$ cat src/hdl/pif_defines.svh
`ifndef PIF_DEFINES_SVH
`define PIF_DEFINES_SVH

// ---------------------------------------------------------------------------
// received byte layout: tag in the top bits, payload below
`define PIF_DATA_BITS   6
`define PIF_TAG_BITS    2

// parallel side widths
`define PIF_ADDR_W      4
`define PIF_SUBA_W      7

// wishbone widths
`define WB_DATA_W       8
`define WB_ADDR_W       8

// byte tags
`define TAG_ADDR        2'b01
`define TAG_DATA        2'b10

// primary i2c slave register map
`define EFB_CMDR        8'h41
`define EFB_TXDR        8'h44
`define EFB_SR          8'h45
`define EFB_RXDR        8'h47

// status register bits
// TIP | BUSY | RARC | SRW | ARBL | TRRDY | TROE | HGC
`define SR_TIP          7
`define SR_BUSY         6
`define SR_RARC         5
`define SR_SRW          4
`define SR_TRRDY        2
`define SR_TROE         1

// command register values, clock stretch control
`define CMD_STRETCH_OFF 8'h04
`define CMD_STRETCH_ON  8'h00

`endif

$ cat src/hdl/pif_pkg.sv
`include "pif_defines.svh"

package pif_pkg;

    // -----------------------------------------------------------------------
    // sequencer states
    // each access state also has a waiting phase, tracked beside the state
    typedef enum logic [3:0] {
        stStart,
        stInit1,
        stInit2,
        stInit3,
        stInit4,
        stIdle,
        stWaitReady,
        stRxTake,
        stTxDone1,
        stTxDone2
    } seqState_t;

    // slave registers reached over wishbone
    typedef enum logic [`WB_ADDR_W-1:0] {
        regCmdr = `EFB_CMDR,
        regTxdr = `EFB_TXDR,
        regSr   = `EFB_SR,
        regRxdr = `EFB_RXDR
    } efbReg_t;

    // top bits of a received byte
    typedef enum logic [`PIF_TAG_BITS-1:0] {
        tagNone  = 2'b00,
        tagAddr  = `TAG_ADDR,
        tagData  = `TAG_DATA,
        tagSpare = 2'b11
    } byteTag_t;

endpackage

$ cat src/hdl/wbBusMaster.sv
`include "pif_defines.svh"

module wbBusMaster (
    input  logic                  xclk,
    input  logic                  sys_rst,
    input  logic                  reqValid_i,
    input  logic                  reqWrite_i,
    input  pif_pkg::efbReg_t      reqAddr_i,
    input  logic [`WB_DATA_W-1:0] reqData_i,
    input  logic [`WB_DATA_W-1:0] wbDat_i,
    input  logic                  wbAck_i,
    output logic                  wbCyc_o,
    output logic                  wbStb_o,
    output logic                  wbWe_o,
    output logic [`WB_ADDR_W-1:0] wbAdr_o,
    output logic [`WB_DATA_W-1:0] wbDat_o,
    output logic [`WB_DATA_W-1:0] rdData_o,
    output logic                  cycDone_o
);

    // one classic cycle at a time
    // request latched on reqValid, held until the slave acks
    always_ff @(posedge xclk or negedge sys_rst) begin
        if (!sys_rst) begin
            wbCyc_o   <= 1'b0;
            wbStb_o   <= 1'b0;
            wbWe_o    <= 1'b0;
            wbAdr_o   <= '0;
            wbDat_o   <= '0;
            rdData_o  <= '0;
            cycDone_o <= 1'b0;
        end else begin
            // completion is a single pulse
            cycDone_o <= 1'b0;
            if (reqValid_i && !wbCyc_o) begin
                // open the cycle
                wbCyc_o <= 1'b1;
                wbStb_o <= 1'b1;
                wbWe_o  <= reqWrite_i;
                wbAdr_o <= reqAddr_i;
                wbDat_o <= reqData_i;
            end else if (wbCyc_o && wbAck_i) begin
                // ack seen, close and report next cycle
                wbCyc_o   <= 1'b0;
                wbStb_o   <= 1'b0;
                wbWe_o    <= 1'b0;
                cycDone_o <= 1'b1;
                // read data kept until the next read
                if (!wbWe_o) begin
                    rdData_o <= wbDat_i;
                end
            end
        end
    end

endmodule

$ cat src/hdl/efbSequencer.sv
`include "pif_defines.svh"

module efbSequencer (
    input  logic                      xclk,
    input  logic                      sys_rst,
    input  logic                      cycDone_i,
    input  logic [`WB_DATA_W-1:0]     rdData_i,
    input  logic [`WB_DATA_W-1:0]     xo_i,
    output logic                      reqValid_o,
    output logic                      reqWrite_o,
    output pif_pkg::efbReg_t          reqAddr_o,
    output logic [`WB_DATA_W-1:0]     reqData_o,
    output logic                      addrLoad_o,
    output logic [`PIF_ADDR_W-1:0]    addrVal_o,
    output logic                      dataLoad_o,
    output logic [`PIF_DATA_BITS-1:0] dataVal_o,
    output logic                      txFinish_o
);

    import pif_pkg::*;

    seqState_t            state;
    seqState_t            stateNext;
    // set while an access is in flight
    logic                 awaitDone;
    efbReg_t              pendAddr;
    logic [`WB_DATA_W-1:0] rxByte;
    byteTag_t             rxTag;

    // held status flags
    logic                 busy;
    logic                 txReady;
    logic                 rxReady;
    logic                 lastTxNak;

    // status decode of the returned byte
    logic                 srBusy;
    logic                 srTxReady;
    logic                 srRxReady;
    logic                 srLastTxNak;

    assign srBusy      = rdData_i[`SR_BUSY];
    assign srTxReady   = rdData_i[`SR_BUSY] & rdData_i[`SR_TRRDY] &
                         rdData_i[`SR_SRW] & ~rdData_i[`SR_TIP];
    assign srRxReady   = rdData_i[`SR_BUSY] & rdData_i[`SR_TRRDY] & ~rdData_i[`SR_SRW];
    assign srLastTxNak = rdData_i[`SR_BUSY] & rdData_i[`SR_RARC] &
                         rdData_i[`SR_SRW] & rdData_i[`SR_TROE];

    // -----------------------------------------------------------------------
    // access issued on the first cycle of a state
    always_comb begin
        reqValid_o = 1'b0;
        reqWrite_o = 1'b0;
        reqAddr_o  = regSr;
        reqData_o  = '0;
        if (!awaitDone) begin
            case (state)
                stStart: begin
                    // stretch off while flushing
                    reqValid_o = 1'b1;
                    reqWrite_o = 1'b1;
                    reqAddr_o  = regCmdr;
                    reqData_o  = `CMD_STRETCH_OFF;
                end
                // status polls
                stInit1, stIdle, stRxTake, stTxDone2: begin
                    reqValid_o = 1'b1;
                end
                // two dummy receive reads
                stInit2, stInit3: begin
                    reqValid_o = 1'b1;
                    reqAddr_o  = regRxdr;
                end
                stInit4: begin
                    reqValid_o = 1'b1;
                    reqWrite_o = 1'b1;
                    reqAddr_o  = regCmdr;
                    reqData_o  = `CMD_STRETCH_ON;
                end
                stWaitReady: begin
                    // nak or bus idle issues nothing, back to start
                    if (!lastTxNak && busy) begin
                        reqValid_o = 1'b1;
                        if (txReady) begin
                            reqWrite_o = 1'b1;
                            reqAddr_o  = regTxdr;
                            reqData_o  = xo_i;
                        end else if (rxReady) begin
                            reqAddr_o = regRxdr;
                        end
                    end
                end
                default: begin
                    reqValid_o = 1'b0;
                end
            endcase
        end
    end

    // -----------------------------------------------------------------------
    // next state, on completion or directly for access-free cycles
    always_comb begin
        stateNext = state;
        if (awaitDone) begin
            if (cycDone_i) begin
                case (state)
                    stStart:     stateNext = stInit1;
                    // poll until the bus is quiet
                    stInit1:     stateNext = srBusy ? stInit1 : stInit2;
                    stInit2:     stateNext = stInit3;
                    stInit3:     stateNext = stInit4;
                    stInit4:     stateNext = stIdle;
                    // poll until a transfer starts
                    stIdle:      stateNext = srBusy ? stWaitReady : stIdle;
                    stWaitReady: begin
                        case (pendAddr)
                            regTxdr: stateNext = stTxDone1;
                            regRxdr: stateNext = stRxTake;
                            default: stateNext = stWaitReady;
                        endcase
                    end
                    // fresh status read done
                    stRxTake, stTxDone2: stateNext = stWaitReady;
                    default:     stateNext = stStart;
                endcase
            end
        end else begin
            case (state)
                stWaitReady: begin
                    if (lastTxNak || !busy) begin
                        stateNext = stStart;
                    end
                end
                stTxDone1: stateNext = stTxDone2;
                default:   stateNext = state;
            endcase
        end
    end

    // -----------------------------------------------------------------------
    always_ff @(posedge xclk or negedge sys_rst) begin
        if (!sys_rst) begin
            state     <= stStart;
            awaitDone <= 1'b0;
            pendAddr  <= regSr;
            busy      <= 1'b0;
            txReady   <= 1'b0;
            rxReady   <= 1'b0;
            lastTxNak <= 1'b0;
        end else begin
            state <= stateNext;
            if (reqValid_o) begin
                awaitDone <= 1'b1;
                pendAddr  <= reqAddr_o;
            end else if (cycDone_i) begin
                awaitDone <= 1'b0;
            end
            // flags follow completed status reads only
            if (cycDone_i && pendAddr == regSr) begin
                busy      <= srBusy;
                txReady   <= srTxReady;
                rxReady   <= srRxReady;
                lastTxNak <= srLastTxNak;
            end
        end
    end

    // received byte, also overwritten by the init dummy reads
    always_ff @(posedge xclk) begin
        if (cycDone_i && pendAddr == regRxdr) begin
            rxByte <= rdData_i;
        end
    end

    // tag decode and loads in the first rxTake cycle
    assign rxTag      = byteTag_t'(rxByte[`WB_DATA_W-1 -: `PIF_TAG_BITS]);
    assign addrLoad_o = (state == stRxTake) && !awaitDone && (rxTag == tagAddr);
    assign dataLoad_o = (state == stRxTake) && !awaitDone && (rxTag == tagData);
    assign addrVal_o  = rxByte[`PIF_ADDR_W-1:0];
    assign dataVal_o  = rxByte[`PIF_DATA_BITS-1:0];
    assign txFinish_o = (state == stTxDone1);

endmodule

$ cat src/hdl/pifRegs.sv
`include "pif_defines.svh"

module pifRegs (
    input  logic                      xclk,
    input  logic                      sys_rst,
    input  logic                      addrLoad_i,
    input  logic [`PIF_ADDR_W-1:0]    addrVal_i,
    input  logic                      dataLoad_i,
    input  logic [`PIF_DATA_BITS-1:0] dataVal_i,
    input  logic                      txFinish_i,
    output logic                      xiPwr_o,
    output logic [`PIF_ADDR_W-1:0]    xiPrwa_o,
    output logic                      xiPrdFinished_o,
    output logic [`PIF_SUBA_W-1:0]    xiPrdSubA_o,
    output logic [`PIF_DATA_BITS-1:0] xiPd_o
);

    // parallel address and read sub-address
    logic [`PIF_ADDR_W-1:0]    rwAddr;
    logic [`PIF_SUBA_W-1:0]    rdSubAddr;

    // local stage ahead of the outputs
    logic                      locPwr;
    logic [`PIF_DATA_BITS-1:0] locPd;
    logic                      locFinished;

    // -----------------------------------------------------------------------
    // address byte sets the address, restarts the sub-address
    // sub-address steps once per finished read, wraps at full width
    always_ff @(posedge xclk or negedge sys_rst) begin
        if (!sys_rst) begin
            rwAddr    <= '0;
            rdSubAddr <= '0;
        end else begin
            if (addrLoad_i) begin
                rwAddr    <= addrVal_i;
                rdSubAddr <= '0;
            end else if (locFinished) begin
                rdSubAddr <= rdSubAddr + 1'b1;
            end
        end
    end

    // write strobe, data and finish strobe, first stage
    always_ff @(posedge xclk or negedge sys_rst) begin
        if (!sys_rst) begin
            locPwr      <= 1'b0;
            locPd       <= '0;
            locFinished <= 1'b0;
        end else begin
            locPwr      <= dataLoad_i;
            locFinished <= txFinish_i;
            if (dataLoad_i) begin
                locPd <= dataVal_i;
            end
        end
    end

    // -----------------------------------------------------------------------
    // output register stage
    always_ff @(posedge xclk or negedge sys_rst) begin
        if (!sys_rst) begin
            xiPwr_o         <= 1'b0;
            xiPrwa_o        <= '0;
            xiPrdFinished_o <= 1'b0;
            xiPrdSubA_o     <= '0;
            xiPd_o          <= '0;
        end else begin
            xiPwr_o         <= locPwr;
            xiPrwa_o        <= rwAddr;
            xiPrdFinished_o <= locFinished;
            xiPrdSubA_o     <= rdSubAddr;
            xiPd_o          <= locPd;
        end
    end

endmodule

$ cat src/hdl/pifWbTop.sv
`include "pif_defines.svh"

module pifWbTop (
    input  logic                      xclk,
    input  logic                      sys_rst,
    // wishbone master towards the i2c slave
    output logic                      wbCyc_o,
    output logic                      wbStb_o,
    output logic                      wbWe_o,
    output logic [`WB_ADDR_W-1:0]     wbAdr_o,
    output logic [`WB_DATA_W-1:0]     wbDat_o,
    input  logic [`WB_DATA_W-1:0]     wbDat_i,
    input  logic                      wbAck_i,
    // parallel side
    input  logic [`WB_DATA_W-1:0]     xo_i,
    output logic                      xiPwr_o,
    output logic [`PIF_ADDR_W-1:0]    xiPrwa_o,
    output logic                      xiPrdFinished_o,
    output logic [`PIF_SUBA_W-1:0]    xiPrdSubA_o,
    output logic [`PIF_DATA_BITS-1:0] xiPd_o
);

    import pif_pkg::*;

    // sequencer to bus master
    logic                      reqValid;
    logic                      reqWrite;
    efbReg_t                   reqAddr;
    logic [`WB_DATA_W-1:0]     reqData;
    logic [`WB_DATA_W-1:0]     rdData;
    logic                      cycDone;

    // sequencer to parallel registers
    logic                      addrLoad;
    logic [`PIF_ADDR_W-1:0]    addrVal;
    logic                      dataLoad;
    logic [`PIF_DATA_BITS-1:0] dataVal;
    logic                      txFinish;

    wbBusMaster uBusMaster (
        .xclk       (xclk),
        .sys_rst    (sys_rst),
        .reqValid_i (reqValid),
        .reqWrite_i (reqWrite),
        .reqAddr_i  (reqAddr),
        .reqData_i  (reqData),
        .wbDat_i    (wbDat_i),
        .wbAck_i    (wbAck_i),
        .wbCyc_o    (wbCyc_o),
        .wbStb_o    (wbStb_o),
        .wbWe_o     (wbWe_o),
        .wbAdr_o    (wbAdr_o),
        .wbDat_o    (wbDat_o),
        .rdData_o   (rdData),
        .cycDone_o  (cycDone)
    );

    efbSequencer uSequencer (
        .xclk       (xclk),
        .sys_rst    (sys_rst),
        .cycDone_i  (cycDone),
        .rdData_i   (rdData),
        .xo_i       (xo_i),
        .reqValid_o (reqValid),
        .reqWrite_o (reqWrite),
        .reqAddr_o  (reqAddr),
        .reqData_o  (reqData),
        .addrLoad_o (addrLoad),
        .addrVal_o  (addrVal),
        .dataLoad_o (dataLoad),
        .dataVal_o  (dataVal),
        .txFinish_o (txFinish)
    );

    pifRegs uPifRegs (
        .xclk            (xclk),
        .sys_rst         (sys_rst),
        .addrLoad_i      (addrLoad),
        .addrVal_i       (addrVal),
        .dataLoad_i      (dataLoad),
        .dataVal_i       (dataVal),
        .txFinish_i      (txFinish),
        .xiPwr_o         (xiPwr_o),
        .xiPrwa_o        (xiPrwa_o),
        .xiPrdFinished_o (xiPrdFinished_o),
        .xiPrdSubA_o     (xiPrdSubA_o),
        .xiPd_o          (xiPd_o)
    );

endmodule

$ cat config.mk
export PLATFORM = sky130hd
export DESIGN_NAME = pifWbTop
export DESIGN_NICKNAME = d
export VERILOG_FILES = /design/src/hdl/pif_pkg.sv /design/src/hdl/wbBusMaster.sv /design/src/hdl/efbSequencer.sv /design/src/hdl/pifRegs.sv /design/src/hdl/pifWbTop.sv
export VERILOG_INCLUDE_DIRS = /design/src /design/src/hdl
export SDC_FILE = /design/constraint.sdc
export NUM_CORES = 1
export LEC_CHECK = 0
export CAP_MARGIN = 25
export CORE_ASPECT_RATIO = 0.6
export CORE_UTILIZATION = 40
export CTS_BUF_LIST = sky130_fd_sc_hd__clkbuf_4 sky130_fd_sc_hd__clkbuf_8
export DETAILED_ROUTE_END_ITERATION = 16
export DONT_BUFFER_PORTS = 1
export PLACE_DENSITY = 0.65
export SETUP_SLACK_MARGIN = 0.3
export SLEW_MARGIN = 20
export SYNTH_ARGS = -nofsm -noshare
export SYNTH_HDL_FRONTEND = slang
export SYNTH_HIERARCHICAL = 1
export SYNTH_SLANG_ARGS = --single-unit
$ cat constraint.sdc
create_clock -name xclk -period 2.51 [get_ports xclk]
set_input_delay 0.1255 -clock xclk [delete_from_list [all_inputs] [get_ports xclk]]
set_output_delay 0.1255 -clock xclk [all_outputs]
set_load 0.005 [all_outputs]
==> metrics.yaml <==
start_util: 0.415
whs_ps: 29.3
path_clk_slew_ps: 80
drc: 0
cp-start-kind: "flop"
final_common_cell: "dfrtp_1"
synth.avg_cell_area_um2: 13.4
pwr-share-clk: 0.270
timing.final.crit_share: 0.824
drtAntennaViolNets: 0
drv_slew: 0
power_w: 0.00391
dp_hpwl_um: 3860
p_seq_frac: 0.531
async_reset_ff_frac: 0.906
antenna_found_initial: 0
synth_seq_cells: 85
die_height_um: 74.8
drt_wl_total_um: 5630
yosysUniqueCellTypes: 50
worstPathArrival_ps: 2310
crit_path_end_kind: "flop"
finalSetupViolations: 0
clk_root_buffer_cell: "clkbuf_8"
vias: 1903
grt_start_max_net_pins: 78
yosysWarnings: 6
avgViaCountPerCell: 4.98
first_iter_violations: 121
slowest_stage: "dfrtp_1"
worst-path-max-fanout: 16
top_level_ports: 57
fin_tns_setup_ps: 0
hold_violations: 0
critPathBufInv: 3
criticalPathCategory: "flop to flop"
power.internal_w: 0.00275
post-route-min-period_ps: 2070
grt_pass1_vias: 1829
crit_chain: "inv_1 -> a31oi_1 -> o21ai_1 -> inv_1 -> nand2b_1 -> buf_4 -> mux2_2"
status: "finished clean"
swShare: 0.295
io_buffers: 0
yosysSeqAreaShare: 0.614
coreArea_mm2: 0.00852
drive_above_1_share: 0.252
crit_top_cell: "inv_1"
grt_pass1_wl_um: 9430
cts_made_buffers: 9
crit_family: "buffers and inverters"
place_congestion: 0.851
drv_cap: 0
mappedNetlistArea_mm2: 0.00353
clk_path_buf_depth: 2
grt.total_usage: 0.140
fillCellCount: 768
final_cell_mix: "dfrtp_1 (74), mux2_2 (25)"
power_density_mw_per_mm2: 1010
nets: 285
rsz0062_at_grt: "false"
p_sw_w: 0.00115
die_area_mm2: 0.00923
crit_path_max_incr_delay_ps: 500
final.setup_skew_ps: 7.02
cts_tree: "done"
rows: 26
syn2layout_area_growth_pct: 9.45
wire_per_inst_um: 14.7
clock_latency_ps: 350
synth-edff-count: 8
max_freq_ghz: 0.484
antenna_cells: 0
power_frac_comb: 0.200
leakage_nw: 1.76
die_width_um: 123
fin_util: 0.454
syn_inst: 263
worstPathRequired_ps: 2750
drt-pass1-iter-count: 4
overflow: 0
hold_path.class: "input pin to flop"
cts.htree.levels: 3
cts_sinks: 85
synth_flop_cell: "dfrtp_1"
vdd_drop_max_uv: 439
cells in the mapped netlist, drive strengths merged, types with 2 or more instances:
cell type	count	area share
a211oi	2	0.0042
a21oi	10	0.015
a31oi	3	0.0053
and2	9	0.016
buf	25	0.055
clkbuf	2	0.0021
conb	2	0.0021
dfrtp	75	0.53
dfstp	2	0.015
edfxtp	8	0.068
inv	7	0.0081
mux2	35	0.12
mux2i	2	0.0057
nand2	10	0.011
nand2b	5	0.0089
nand3	7	0.011
nand3b	3	0.0064
nand4	4	0.011
nand4b	3	0.0074
nor2	10	0.013
nor2b	2	0.0035
nor3b	3	0.0064
o21ai	12	0.017
or3	4	0.0085
xor2	4	0.0099
path summary, 6_finish.rpt:
check,slack (ps),depth (start not counted),startpoint,endpoint
worst max register to register,440,7,uSequencer/state[0]$_DFFE_PN0P_,uBusMaster/wbDat_o[4]$_DFFE_PN0N_
worst min register to register,360,0,uPifRegs/locPwr$_DFF_PN0_,uPifRegs/xiPwr_o$_DFF_PN0_
max in group asynchronous,1850,2,sys_rst,uSequencer/pendAddr[0]$_DFFE_PN1P_
worst max-delay path,440,7,uSequencer/state[0]$_DFFE_PN0P_,uBusMaster/wbDat_o[4]$_DFFE_PN0N_
worst min-delay path,30,2,xo_i[5],uBusMaster/wbDat_o[5]$_DFFE_PN0N_
min in group asynchronous,340,2,sys_rst,uPifRegs/locFinished$_DFF_PN0_
per-layer routing:
| metal | GRT usage | part of all wire | vias to the layer above |
|---|---|---|---|
| met2 | 0.182 | 0.40 | 54 |
| met5 | 0 | 0 | - |
| met4 | 0.0683 | 0.017 | 0 |
| met3 | 0.0530 | 0.063 | 9 |
| li1 | - | - | 893 |
| met1 | 0.202 | 0.52 | 947 |
layout make-up:
class,count,area (um^2),area share
Multi-Input combinational cell,147,1150,0.296
Tap cell,112,140,0.0362
Timing Repair Buffer,15,158,0.0408
Clock buffer,10,138,0.0356
Inverter,7,28.8,0.00744
Sequential cell,85,2170,0.561
Clock inverter,6,86.3,0.0223
power groups by stage:
stage | Sequential (W) | Clock (W) | Combinational [W]
after global placement | 0.00209 | 0 | 0.000719
after CTS | 0.00208 | 0.00110 | 0.000783
final | 0.00207 | 0.00105 | 0.000780
after global routing | 0.00213 | 0.00115 | 0.000865
after floorplan | 0.00193 | 0 | 0.000792
after detailed placement | 0.00211 | 0 | 0.000738
repair_timing:
action                     4_1_cts  5_1_grt
buffers inserted                 0        0
resized for setup                0        1
hold buffers                    11        0
hold endpoints to repair        88        0
setup endpoints to repair        0        6
worst reg2reg max path, stage by stage (launching register included):
cell and delay (ps):
dfrtp_1 500, inv_1 130, a31oi_1 90, o21ai_1 350, inv_1 150, nand2b_1 100, buf_4 270, mux2_2 370
metrics by stage:
step                      setup WS (ps)  std cells  cell area, um^2
after global placement              519        355             3510
final                               442        382             3870
after CTS                           415        382             3870
after floorplan                     674        266             3540
after global routing                302        382             3870
after detailed placement            427        355             3510
cells by family after synthesis:
logic type	Yosys count	synth area share
DFF	85	0.614
and+or+nand+nor	65	0.117
muxes	37	0.128
AOI/OAI and AO/OA	34	0.0588
buffers and inverters	34	0.0648
xor gates and xnor gates	5	0.0124
other	2	0.00213
adders and majority gates	1	0.00354
registers in the layout, summed over array words and instances, names as in the netlist, 3 cells and up:
name	flops
uPifRegs/xiPrwa_o	4
uBusMaster/wbDat_o	8
uPifRegs/rdSubAddr	7
uPifRegs/xiPrdSubA_o	7
uSequencer/rxByte	8
uBusMaster/wbAdr_o	8
uSequencer/state	4
uSequencer/pendAddr	3
uPifRegs/xiPd_o	6
uPifRegs/rwAddr	4
uPifRegs/locPd	6
uBusMaster/rdData_o	8
Power figures use the tool's default switching activity.
